## src/design/bp_pkg.sv

```systemverilog
package bp_pkg;

    // ----------------------------------------
    // widths and counts
    // ----------------------------------------

    // angles are whole degrees 0 to 179
    localparam int k_angle_length = 8;
    localparam int k_angle_max = 179;
    // filtered samples and RAM addresses are signed
    localparam int k_data_length = 12;
    localparam int k_s_length = 10;
    // taps per line and lines per angle
    localparam int k_no_of_partitions = 4;
    localparam int k_partition_size = 4;
    localparam int k_shift_cycles = 8;

    // scan decode thresholds
    localparam int k_angle_45 = 45;
    localparam int k_angle_90 = 90;
    localparam int k_angle_135 = 135;

    // counter widths
    localparam int k_line_itr_length = $clog2(k_partition_size);
    // one extra count for the last capture cycle
    localparam int k_tap_cnt_length = $clog2(k_no_of_partitions + 1);
    localparam int k_shift_cnt_length = $clog2(k_shift_cycles);

    // ----------------------------------------
    // angle table rules
    // ----------------------------------------

    // mp_accu_part = 400 - angle
    localparam logic signed [k_s_length-1:0] k_mp_accu_part_top = 400;
    // mp_accu_base = 3 + (angle mod 4)
    localparam logic signed [k_s_length-1:0] k_mp_accu_base_min = 3;
    // sh_accu_base = 16 + (angle mod 8)
    localparam logic signed [k_s_length-1:0] k_sh_accu_base_min = 16;

    // ----------------------------------------
    // state and mode encodings
    // ----------------------------------------

    typedef enum logic [3:0] {
        ready, setup_1, setup_2, setup_3, fill, fill_and_shift,
        angle_setup_1, angle_setup_2, angle_setup_3, shift
    } ctrl_state_t;

    typedef enum logic [1:0] {idle, filling, full, shifting} sw_state_t;

    typedef enum logic {scan_x, scan_y} scan_mode_t;
    typedef enum logic {forward, reverse} scan_dir_t;

endpackage

```

## src/design/swap_if.sv

```systemverilog
`timescale 1ns/100ps

interface swap_if;
    import bp_pkg::*;

    // control to swappable
    logic next_itr_ack;
    logic swap_ack;
    logic signed [k_s_length-1:0] mp_accu_init;
    logic signed [k_s_length-1:0] sh_accu_base;
    // swappable to control
    logic next_itr;
    logic swap;
    // swappable to the PE side
    logic pe_en;
    logic [k_data_length*k_no_of_partitions-1:0] taps;

    modport control
    (
        output next_itr_ack, swap_ack, mp_accu_init, sh_accu_base,
        input next_itr, swap
    );

    modport buffer
    (
        input next_itr_ack, swap_ack, mp_accu_init, sh_accu_base,
        output next_itr, swap, pe_en, taps
    );

    // output side only watches the shift
    modport monitor
    (
        input pe_en, taps
    );

endinterface

```

## src/design/angle_lut.sv

```systemverilog
`timescale 1ns/100ps

module angle_lut
(
    input  logic clk,
    input  logic reset_n,
    input  logic [bp_pkg::k_angle_length-1:0] angle,
    output logic signed [bp_pkg::k_s_length-1:0] mp_accu_part,
    output logic signed [bp_pkg::k_s_length-1:0] mp_accu_base,
    output logic signed [bp_pkg::k_s_length-1:0] sh_accu_base
);
    import bp_pkg::*;

    // stage one registers
    logic [k_angle_length-1:0] angle_q;
    logic [1:0] angle_mod4;
    logic [2:0] angle_mod8;

    // ----------------------------------------
    // stage one
    // ----------------------------------------

    // angle and its residues
    always_ff @(posedge clk)
    begin
        angle_q <= angle;
        angle_mod4 <= angle[1:0];
        angle_mod8 <= angle[2:0];
    end

    // ----------------------------------------
    // stage two
    // ----------------------------------------

    // table outputs, two cycles after the angle moves
    always_ff @(posedge clk)
    begin
        mp_accu_part <= k_mp_accu_part_top - $signed(k_s_length'(angle_q));
        mp_accu_base <= k_mp_accu_base_min + $signed(k_s_length'(angle_mod4));
        sh_accu_base <= k_sh_accu_base_min + $signed(k_s_length'(angle_mod8));
    end

    // the angle source only hands out whole degrees below 180
    a_angle_range: assert property (@(posedge clk) disable iff (!reset_n)
        angle <= k_angle_max)
        else $error("[ERROR] angle %0d out of range", angle);

endmodule

```

## src/design/line_swappable.sv

```systemverilog
`timescale 1ns/100ps

module line_swappable
(
    input  logic clk,
    input  logic reset_n,
    swap_if.buffer sw,
    input  logic signed [bp_pkg::k_data_length-1:0] fr_val,
    output logic signed [bp_pkg::k_s_length-1:0] fr_s_val
);
    import bp_pkg::*;

    sw_state_t state;
    // tap index of the address on fr_s_val
    logic [k_tap_cnt_length-1:0] tap_cnt;
    logic [k_shift_cnt_length-1:0] shift_cnt;
    // next address of the fill
    logic signed [k_s_length-1:0] run_addr;
    logic [k_no_of_partitions-1:0][k_data_length-1:0] taps_q;
    logic last_capture;
    logic last_shift;

    // count N is the cycle that only captures
    assign last_capture = (tap_cnt == k_tap_cnt_length'(k_no_of_partitions));
    assign last_shift = (shift_cnt == k_shift_cnt_length'(k_shift_cycles - 1));

    // ----------------------------------------
    // state machine
    // ----------------------------------------

    always_ff @(posedge clk)
    begin
        if (!reset_n)
        begin
            state <= idle;
            tap_cnt <= '0;
            shift_cnt <= '0;
        end
        else
        begin
            case (state)
                idle:
                    if (sw.next_itr_ack)
                    begin
                        state <= filling;
                        tap_cnt <= '0;
                    end
                filling:
                    if (last_capture)
                        state <= full;
                    else
                        tap_cnt <= tap_cnt + 1'b1;
                full:
                    // hold the taps until control kicks the PEs
                    if (sw.swap_ack)
                    begin
                        state <= shifting;
                        shift_cnt <= '0;
                    end
                shifting:
                begin
                    shift_cnt <= shift_cnt + 1'b1;
                    if (last_shift)
                        state <= idle;
                end
                default:
                    state <= idle;
            endcase
        end
    end

    // ----------------------------------------
    // fill addresses and tap capture
    // ----------------------------------------

    // first address comes straight from control, the rest step by sh_accu_base
    assign fr_s_val = (tap_cnt == '0) ? sw.mp_accu_init : run_addr;

    always_ff @(posedge clk)
    begin
        if (state == filling)
            run_addr <= fr_s_val + sw.sh_accu_base;
    end

    // RAM data lags its address by one cycle
    always_ff @(posedge clk)
    begin
        if (state == filling && tap_cnt != '0)
            taps_q <= {fr_val, taps_q[k_no_of_partitions-1:1]};
    end

    // handshake levels
    assign sw.next_itr = (state == idle);
    assign sw.swap = (state == full);
    assign sw.pe_en = (state == shifting);
    assign sw.taps = taps_q;

    a_swap_itr_excl: assert property (@(posedge clk) disable iff (!reset_n)
        !(sw.swap && sw.next_itr));

    // control may only kick a full line
    a_swap_ack_full: assert property (@(posedge clk) disable iff (!reset_n)
        sw.swap_ack |-> state == full);

    a_itr_ack_idle: assert property (@(posedge clk) disable iff (!reset_n)
        sw.next_itr_ack |-> state == idle);

endmodule

```

## src/design/swap_control.sv

```systemverilog
`timescale 1ns/100ps

module swap_control
(
    input  logic clk,
    input  logic reset_n,
    // angle source
    input  logic [bp_pkg::k_angle_length-1:0] fr_angle,
    input  logic fr_has_next_angle,
    input  logic fr_next_angle_ack,
    output logic fr_next_angle,
    // table values
    input  logic signed [bp_pkg::k_s_length-1:0] mp_accu_part,
    input  logic signed [bp_pkg::k_s_length-1:0] mp_accu_base,
    input  logic signed [bp_pkg::k_s_length-1:0] sh_accu_base,
    // swappables
    swap_if.control sw0,
    swap_if.control sw1,
    // output side
    output logic sw_sel,
    output logic [bp_pkg::k_angle_length-1:0] kick_angle,
    output logic pe_reset,
    output logic pe_kick
);
    import bp_pkg::*;

    ctrl_state_t state;
    ctrl_state_t next_state;
    // index of the line being filled in swa
    logic [k_line_itr_length-1:0] line_itr;
    logic has_next_line;
    logic signed [k_s_length-1:0] mp_accu_init;
    // angle of the line being filled in swa
    logic [k_angle_length-1:0] fill_angle;
    // swa fills, swb shifts
    logic swa_swap;
    logic swb_next_itr;
    logic swa_next_itr_ack;
    logic swb_next_itr_ack;
    logic swap_ack;
    logic lines_ready;

    // ----------------------------------------
    // role mapping by sw_sel
    // ----------------------------------------

    // sw_sel 0 means sw0 fills and sw1 shifts
    assign swa_swap = sw_sel ? sw1.swap : sw0.swap;
    assign swb_next_itr = sw_sel ? sw0.next_itr : sw1.next_itr;
    assign sw0.next_itr_ack = sw_sel ? swb_next_itr_ack : swa_next_itr_ack;
    assign sw1.next_itr_ack = sw_sel ? swa_next_itr_ack : swb_next_itr_ack;
    assign sw0.swap_ack = !sw_sel && swap_ack;
    assign sw1.swap_ack = sw_sel && swap_ack;
    assign sw0.mp_accu_init = mp_accu_init;
    assign sw1.mp_accu_init = mp_accu_init;
    assign sw0.sh_accu_base = sh_accu_base;
    assign sw1.sh_accu_base = sh_accu_base;

    // ----------------------------------------
    // Mealy outputs
    // ----------------------------------------

    assign has_next_line = (line_itr != k_line_itr_length'(k_partition_size - 1));
    // swa has a full line and swb is done shifting
    assign lines_ready = (state == fill || state == fill_and_shift) &&
                         swa_swap && swb_next_itr;

    // first line of a run
    assign swa_next_itr_ack = (state == setup_3);
    // the angle bubble swaps once the new constants are loaded
    assign swap_ack = (state == angle_setup_3) ||
                      (lines_ready && (has_next_line || !fr_has_next_angle));
    // after the last line of the last angle nothing more gets filled
    assign swb_next_itr_ack = (state == angle_setup_3) ||
                              (lines_ready && has_next_line);
    // ask only when no ack can be lost
    assign fr_next_angle = fr_has_next_angle &&
                           ((state == ready) || (lines_ready && !has_next_line));

    assign pe_reset = swa_next_itr_ack;
    assign pe_kick = swap_ack;
    assign kick_angle = fill_angle;

    // ----------------------------------------
    // next state
    // ----------------------------------------

    always_comb
    begin
        next_state = state;
        case (state)
            ready:
                if (fr_next_angle_ack)
                    next_state = setup_1;
            // two cycles of table latency
            setup_1:
                next_state = setup_2;
            setup_2:
                next_state = setup_3;
            setup_3:
                next_state = fill;
            fill, fill_and_shift:
                if (lines_ready)
                begin
                    if (has_next_line)
                        next_state = fill_and_shift;
                    else if (!fr_has_next_angle)
                        next_state = shift;
                    else if (fr_next_angle_ack)
                        next_state = angle_setup_1;
                end
            angle_setup_1:
                next_state = angle_setup_2;
            angle_setup_2:
                next_state = angle_setup_3;
            angle_setup_3:
                next_state = fill_and_shift;
            // last line drains out of swb
            shift:
                if (swb_next_itr)
                    next_state = ready;
            default:
                next_state = ready;
        endcase
    end

    always_ff @(posedge clk)
    begin
        if (!reset_n)
        begin
            state <= ready;
            sw_sel <= 1'b0;
            line_itr <= '0;
        end
        else
        begin
            state <= next_state;
            if (swap_ack)
                sw_sel <= !sw_sel;
            if (state == ready || state == angle_setup_3)
                line_itr <= '0;
            else if (swap_ack)
                line_itr <= line_itr + 1'b1;
        end
    end

    // line start accumulator, read by the buffer one cycle after its ack
    always_ff @(posedge clk)
    begin
        if (state == setup_3 || state == angle_setup_3)
            mp_accu_init <= mp_accu_part;
        else if (swap_ack)
            mp_accu_init <= mp_accu_init - mp_accu_base;
        if (swa_next_itr_ack || swb_next_itr_ack)
            fill_angle <= fr_angle;
    end

    a_state_legal: assert property (@(posedge clk) disable iff (!reset_n)
        state inside {ready, setup_1, setup_2, setup_3, fill, fill_and_shift,
                      angle_setup_1, angle_setup_2, angle_setup_3, shift});

    // the source never acks an angle that was not asked for
    a_ack_requested: assert property (@(posedge clk) disable iff (!reset_n)
        fr_next_angle_ack |-> fr_next_angle);

endmodule

```

## src/design/pe_control.sv

```systemverilog
`timescale 1ns/100ps

module pe_control
(
    input  logic clk,
    input  logic reset_n,
    input  logic sw_sel,
    input  logic pe_kick,
    input  logic [bp_pkg::k_angle_length-1:0] kick_angle,
    swap_if.monitor sw0,
    swap_if.monitor sw1,
    output logic pe_en,
    output logic [bp_pkg::k_data_length*bp_pkg::k_no_of_partitions-1:0] pe_taps,
    output bp_pkg::scan_mode_t pe_scan_mode,
    output bp_pkg::scan_dir_t pe_scan_direction
);
    import bp_pkg::*;

    // the shifting buffer is the one not being filled
    assign pe_en = sw_sel ? sw0.pe_en : sw1.pe_en;
    assign pe_taps = sw_sel ? sw0.taps : sw1.taps;

    // ----------------------------------------
    // angle decode
    // ----------------------------------------

    // decoded for the kicked line, valid from the next cycle
    always_ff @(posedge clk)
    begin
        if (!reset_n)
        begin
            pe_scan_mode <= scan_x;
            pe_scan_direction <= forward;
        end
        else if (pe_kick)
        begin
            pe_scan_mode <= (kick_angle < k_angle_45 || kick_angle >= k_angle_135) ?
                            scan_x : scan_y;
            pe_scan_direction <= (kick_angle < k_angle_90) ? forward : reverse;
        end
    end

    // a kick always starts the shift on the next cycle
    a_kick_shift: assert property (@(posedge clk) disable iff (!reset_n)
        pe_kick |=> pe_en);

endmodule

```

## src/design/bp_processing_top.sv

```systemverilog
`timescale 1ns/100ps

module bp_processing_top
(
    input  logic clk,
    input  logic reset_n,
    // angle source
    input  logic [bp_pkg::k_angle_length-1:0] fr_angle,
    input  logic fr_has_next_angle,
    input  logic fr_next_angle_ack,
    output logic fr_next_angle,
    // RAM banks
    input  logic signed [bp_pkg::k_data_length-1:0] fr0_val,
    input  logic signed [bp_pkg::k_data_length-1:0] fr1_val,
    output logic signed [bp_pkg::k_s_length-1:0] fr0_s_val,
    output logic signed [bp_pkg::k_s_length-1:0] fr1_s_val,
    // processing elements
    output logic pe_reset,
    output logic pe_kick,
    output logic pe_en,
    output logic [bp_pkg::k_data_length*bp_pkg::k_no_of_partitions-1:0] pe_taps,
    output bp_pkg::scan_mode_t pe_scan_mode,
    output bp_pkg::scan_dir_t pe_scan_direction
);
    import bp_pkg::*;

    logic signed [k_s_length-1:0] mp_accu_part;
    logic signed [k_s_length-1:0] mp_accu_base;
    logic signed [k_s_length-1:0] sh_accu_base;
    logic sw_sel;
    logic [k_angle_length-1:0] kick_angle;

    swap_if sw0_if ();
    swap_if sw1_if ();

    angle_lut angle_lut_i
    (
        .clk(clk),
        .reset_n(reset_n),
        .angle(fr_angle),
        .mp_accu_part(mp_accu_part),
        .mp_accu_base(mp_accu_base),
        .sh_accu_base(sh_accu_base)
    );

    swap_control swap_control_i
    (
        .clk(clk),
        .reset_n(reset_n),
        .fr_angle(fr_angle),
        .fr_has_next_angle(fr_has_next_angle),
        .fr_next_angle_ack(fr_next_angle_ack),
        .fr_next_angle(fr_next_angle),
        .mp_accu_part(mp_accu_part),
        .mp_accu_base(mp_accu_base),
        .sh_accu_base(sh_accu_base),
        .sw0(sw0_if.control),
        .sw1(sw1_if.control),
        .sw_sel(sw_sel),
        .kick_angle(kick_angle),
        .pe_reset(pe_reset),
        .pe_kick(pe_kick)
    );

    // one swappable per RAM bank
    line_swappable sw0_buf
    (
        .clk(clk),
        .reset_n(reset_n),
        .sw(sw0_if.buffer),
        .fr_val(fr0_val),
        .fr_s_val(fr0_s_val)
    );

    line_swappable sw1_buf
    (
        .clk(clk),
        .reset_n(reset_n),
        .sw(sw1_if.buffer),
        .fr_val(fr1_val),
        .fr_s_val(fr1_s_val)
    );

    pe_control pe_control_i
    (
        .clk(clk),
        .reset_n(reset_n),
        .sw_sel(sw_sel),
        .pe_kick(pe_kick),
        .kick_angle(kick_angle),
        .sw0(sw0_if.monitor),
        .sw1(sw1_if.monitor),
        .pe_en(pe_en),
        .pe_taps(pe_taps),
        .pe_scan_mode(pe_scan_mode),
        .pe_scan_direction(pe_scan_direction)
    );

endmodule

```

## config.mk

```make
export PLATFORM = sky130hd
export DESIGN_NAME = bp_processing_top
export DESIGN_NICKNAME = d
export VERILOG_FILES = /design/src/design/bp_pkg.sv /design/src/design/swap_if.sv /design/src/design/angle_lut.sv /design/src/design/line_swappable.sv /design/src/design/swap_control.sv /design/src/design/pe_control.sv /design/src/design/bp_processing_top.sv
export SDC_FILE = /design/constraint.sdc
export NUM_CORES = 1
export LEC_CHECK = 0
export BUFFER_PORTS_ARGS = -buffer_cell sky130_fd_sc_hd__buf_2
export CAP_MARGIN = 5
export CORE_MARGIN = 5
export CORE_UTILIZATION = 50
export CTS_CLUSTER_DIAMETER = 30
export DETAILED_ROUTE_END_ITERATION = 6
export GPL_TIMING_DRIVEN = 1
export MAX_ROUTING_LAYER = met4
export PLACE_DENSITY = 0.7
export REMOVE_ABC_BUFFERS = 1
export SETUP_SLACK_MARGIN = 0.2
export SYNTH_ARGS = -nofsm -noshare
export SYNTH_HDL_FRONTEND = slang
export SYNTH_HIERARCHICAL = 1
export SYNTH_SLANG_ARGS = --single-unit
```

## constraint.sdc

```tcl
create_clock -name clk -period 2.9 [get_ports clk]
set_clock_uncertainty 0.05 [all_clocks]
set_input_delay 0.29 -clock clk [delete_from_list [all_inputs] [get_ports clk]]
set_output_delay 0.29 -clock clk [all_outputs]
set_load 0.03 [all_outputs]
```

==> run summary <==
outcome = complete, no violations
router iterations before antenna repair = 4
pwr/cell area = 714 nW/um^2
CP Class = reg -> reg
achievable frequency = 380 MHz
endpoints failing setup = 0
first-pass GRT wire length = 29200 um
final slew viol count = 0
DP HPWL = 12300 um
gr usage total = 0.184
largest area contributor in the netlist = edfxtp_1
crit path launch = sw0_buf/tap_cnt[0]
non-filler cells, final = 1060
pre-CTS setup slack = 0.0609 ns
fill cell count = 1394
commonest register cell after synthesis = edfxtp_1
Placer Congestion = 0.852
CTS Buf Count = 17
drt wl/cell = 16.6 um
I/O Pins = 110
final worst slack = 0.265 ns
DRT iter0 DRCs = 233
# rows = 48
DRT antenna net count = 0
vias in the first global route = 5923
core area = 17400 sq um
register bit count reported by yosys = 181
most common cell in the netlist = edfxtp_1
Syn-to-layout area delta = 17.4%
drt via density = 5.30
reg2reg end = sw0_buf/run_addr[8]
Max Cap Viol = 0
Startpoint Class = flip-flop
Required @ worst endpoint = 3.13 ns
worst hold path type = in -> reg
Via Count = 5616
design area = 10500 sq um
die area = 20600 sq um
chip height = 144 um
Syn Area/Cell = 12.9 sq um
drc violations = 0
R2R setup slack = 0.27 ns
post-synthesis async set-or-reset flop share = 0
crit path max fanout = 8
Syn Inst Count = 694
initial antenna violation count = 0
worst-margin pin slew = 1.17 ns
Final Hold Fails = 0
Max stage delay on crit path = 0.53 ns
worst hold path cell count = 2
TritonCTS clock tree = yes
share of cells above drive strength 1 = 0.309
share of the synthesized area in the top cell type = 0.451
routed wire length = 17600 um
largest net degree at the start of global routing = 53
Final Power = 7.48 mW
IO Port Bufs = 109
crit end category = flip-flop
Initial Util = 0.512
synth cell count leaders = 134 x edfxtp_1, 59 x mux2_2, 50 x buf_4
EDFF count, synth = 134
sequential share of the synthesized area = 0.557
Reg-to-Reg Start = sw0_buf/tap_cnt[0]
fin util = 0.601
dpl cells = 993
slowest CP cell = or4_1
LEAKAGE = 4.01 nW
arrival time at the worst endpoint = 2.87 ns
# clock sinks = 181
post-synth cell types = 64
grt ovf = 0
Tmin final = 2.63 ns
WHS Endpoint = swap_control_i/sw_sel
CTS root buf = clkbuf_16
NumNets Final = 907
hold slack = 0.245 ns
Worst-Skew Late Latency = 0.43 ns
TNS Setup = 0 ns
RSZ-0062 raised after global routing = true
total number of yosys warnings = 6
Hold Crit Start = reset_n
clk buf depth = 2
Post-Syn Area = 8920 sq um
clock slew at reported path FFs = 0.07 ns
Antenna diodes = 0
die width = 144 um
relative slew slack = 0.209
period utilization = 0.909
placed instance area = 9450 sq um
R2R cell count = 10
htree depth = 4
Peak VDD IR = 0.000473 V
Area contributors post-synth = edfxtp_1 45%, dfxtp_1 11%, mux2_2 7.4%, ha_1 6.5%, buf_4 4.2%
critical-path cell list = inv_1, ha_2, nand2b_4, buf_6, mux2_2, ha_4, a21oi_2, o21a_1, or4_1, nand3_1
## layout by cell type, fill, tap and decap left out, drive strengths merged, types with 15 or more instances in the layout
| cell | n |
|---|---|
| edfxtp | 134 |
| buf | 123 |
| mux2 | 70 |
| dfxtp | 47 |
| ha | 46 |
| inv | 39 |
| nor2 | 38 |
| nand2 | 36 |
| dlygate4sd3 | 32 |
| o21ai | 24 |
| a21oi | 21 |
| xnor2 | 18 |
| clkbuf | 18 |
| nor2b | 16 |
| conb | 15 |
## final cells by class
class,count,area [sq um],share of cell area
repair buffers,155,991,0.0946
clock buffers,18,429,0.0410
clock inverters,14,140,0.0134
multi-input cells,435,3540,0.338
flip-flops and latches,181,4970,0.474
well taps,225,282,0.0269
inverters,32,120,0.0115
## logic make-up (layout without fill, tap and decap cells)
| group | Yosys count | after routing | share of synthesized area |
|---|---|---|---|
| mux | 74 | 74 | 0.0975 |
| compound gates | 115 | 115 | 0.0894 |
| fa+ha+maj | 49 | 49 | 0.0713 |
| xor+xnor | 32 | 32 | 0.0314 |
| flops | 181 | 181 | 0.557 |
| other cells | 2 | 15 | 0.000842 |
| simple gates | 150 | 150 | 0.0899 |
| buf+inv | 91 | 219 | 0.0630 |
## critical path, delay by kind of cell, from the launching register on
kind	cells	cell delay (ns)
flops	1	0.33
compound gates	2	0.28
buf+inv	2	0.22
mux	1	0.38
simple gates	3	0.72
fa+ha+maj	2	0.52
## layer usage
| layer | routed length [um] | vias to the layer above | track usage |
|---|---|---|---|
| met1 | 7220 | 2729 | 0.216 |
| li1 | - | 2731 | - |
| met2 | 9260 | 125 | 0.313 |
| met4 | 426 | 0 | 0.0733 |
| met3 | 680 | 31 | 0.0339 |
| met5 | 0 | - | - |
## state kept, by name, summed over array words and instances, names as in the netlist, 3 cells and up
name                             count
swap_control_i/state                 4
sw1_buf/sw.taps                     48
sw0_buf/shift_cnt                    3
sw0_buf/run_addr                    10
sw1_buf/shift_cnt                    3
swap_control_i/kick_angle            8
sw0_buf/tap_cnt                      3
sw1_buf/run_addr                    10
sw1_buf/tap_cnt                      3
angle_lut_i/mp_accu_base             3
sw0_buf/sw.taps                     48
swap_control_i/sw0.mp_accu_init     10
angle_lut_i/angle_q                  6
angle_lut_i/mp_accu_part             9
## report_power, final
group / switching [mW] / internal [mW]
registers: 0.128 / 3.09
logic: 1.18 / 0.861
clock network: 1.01 / 1.21
total: 2.32 / 5.16
## worst max-delay path by stage
stage,cells after the start,end
2_1_floorplan,8,sw0_buf/state[1]
3_3_place_gp,10,sw1_buf/run_addr[9]
3_5_place_dp,10,sw0_buf/run_addr[9]
4_1_cts,10,sw0_buf/run_addr[9]
5_1_grt,11,sw0_buf/state[1]
6_report,10,sw0_buf/run_addr[8]
## timing repair
item | in CTS | in global routing
hold buffers | 32 | 0
pin swaps | 3 | 4
setup endpoints to repair | 7 | 13
setup buffers | 2 | 1
hold endpoints to repair | 40 | 0
gates resized for setup | 8 | 12
Power figures use the tool's default switching activity.
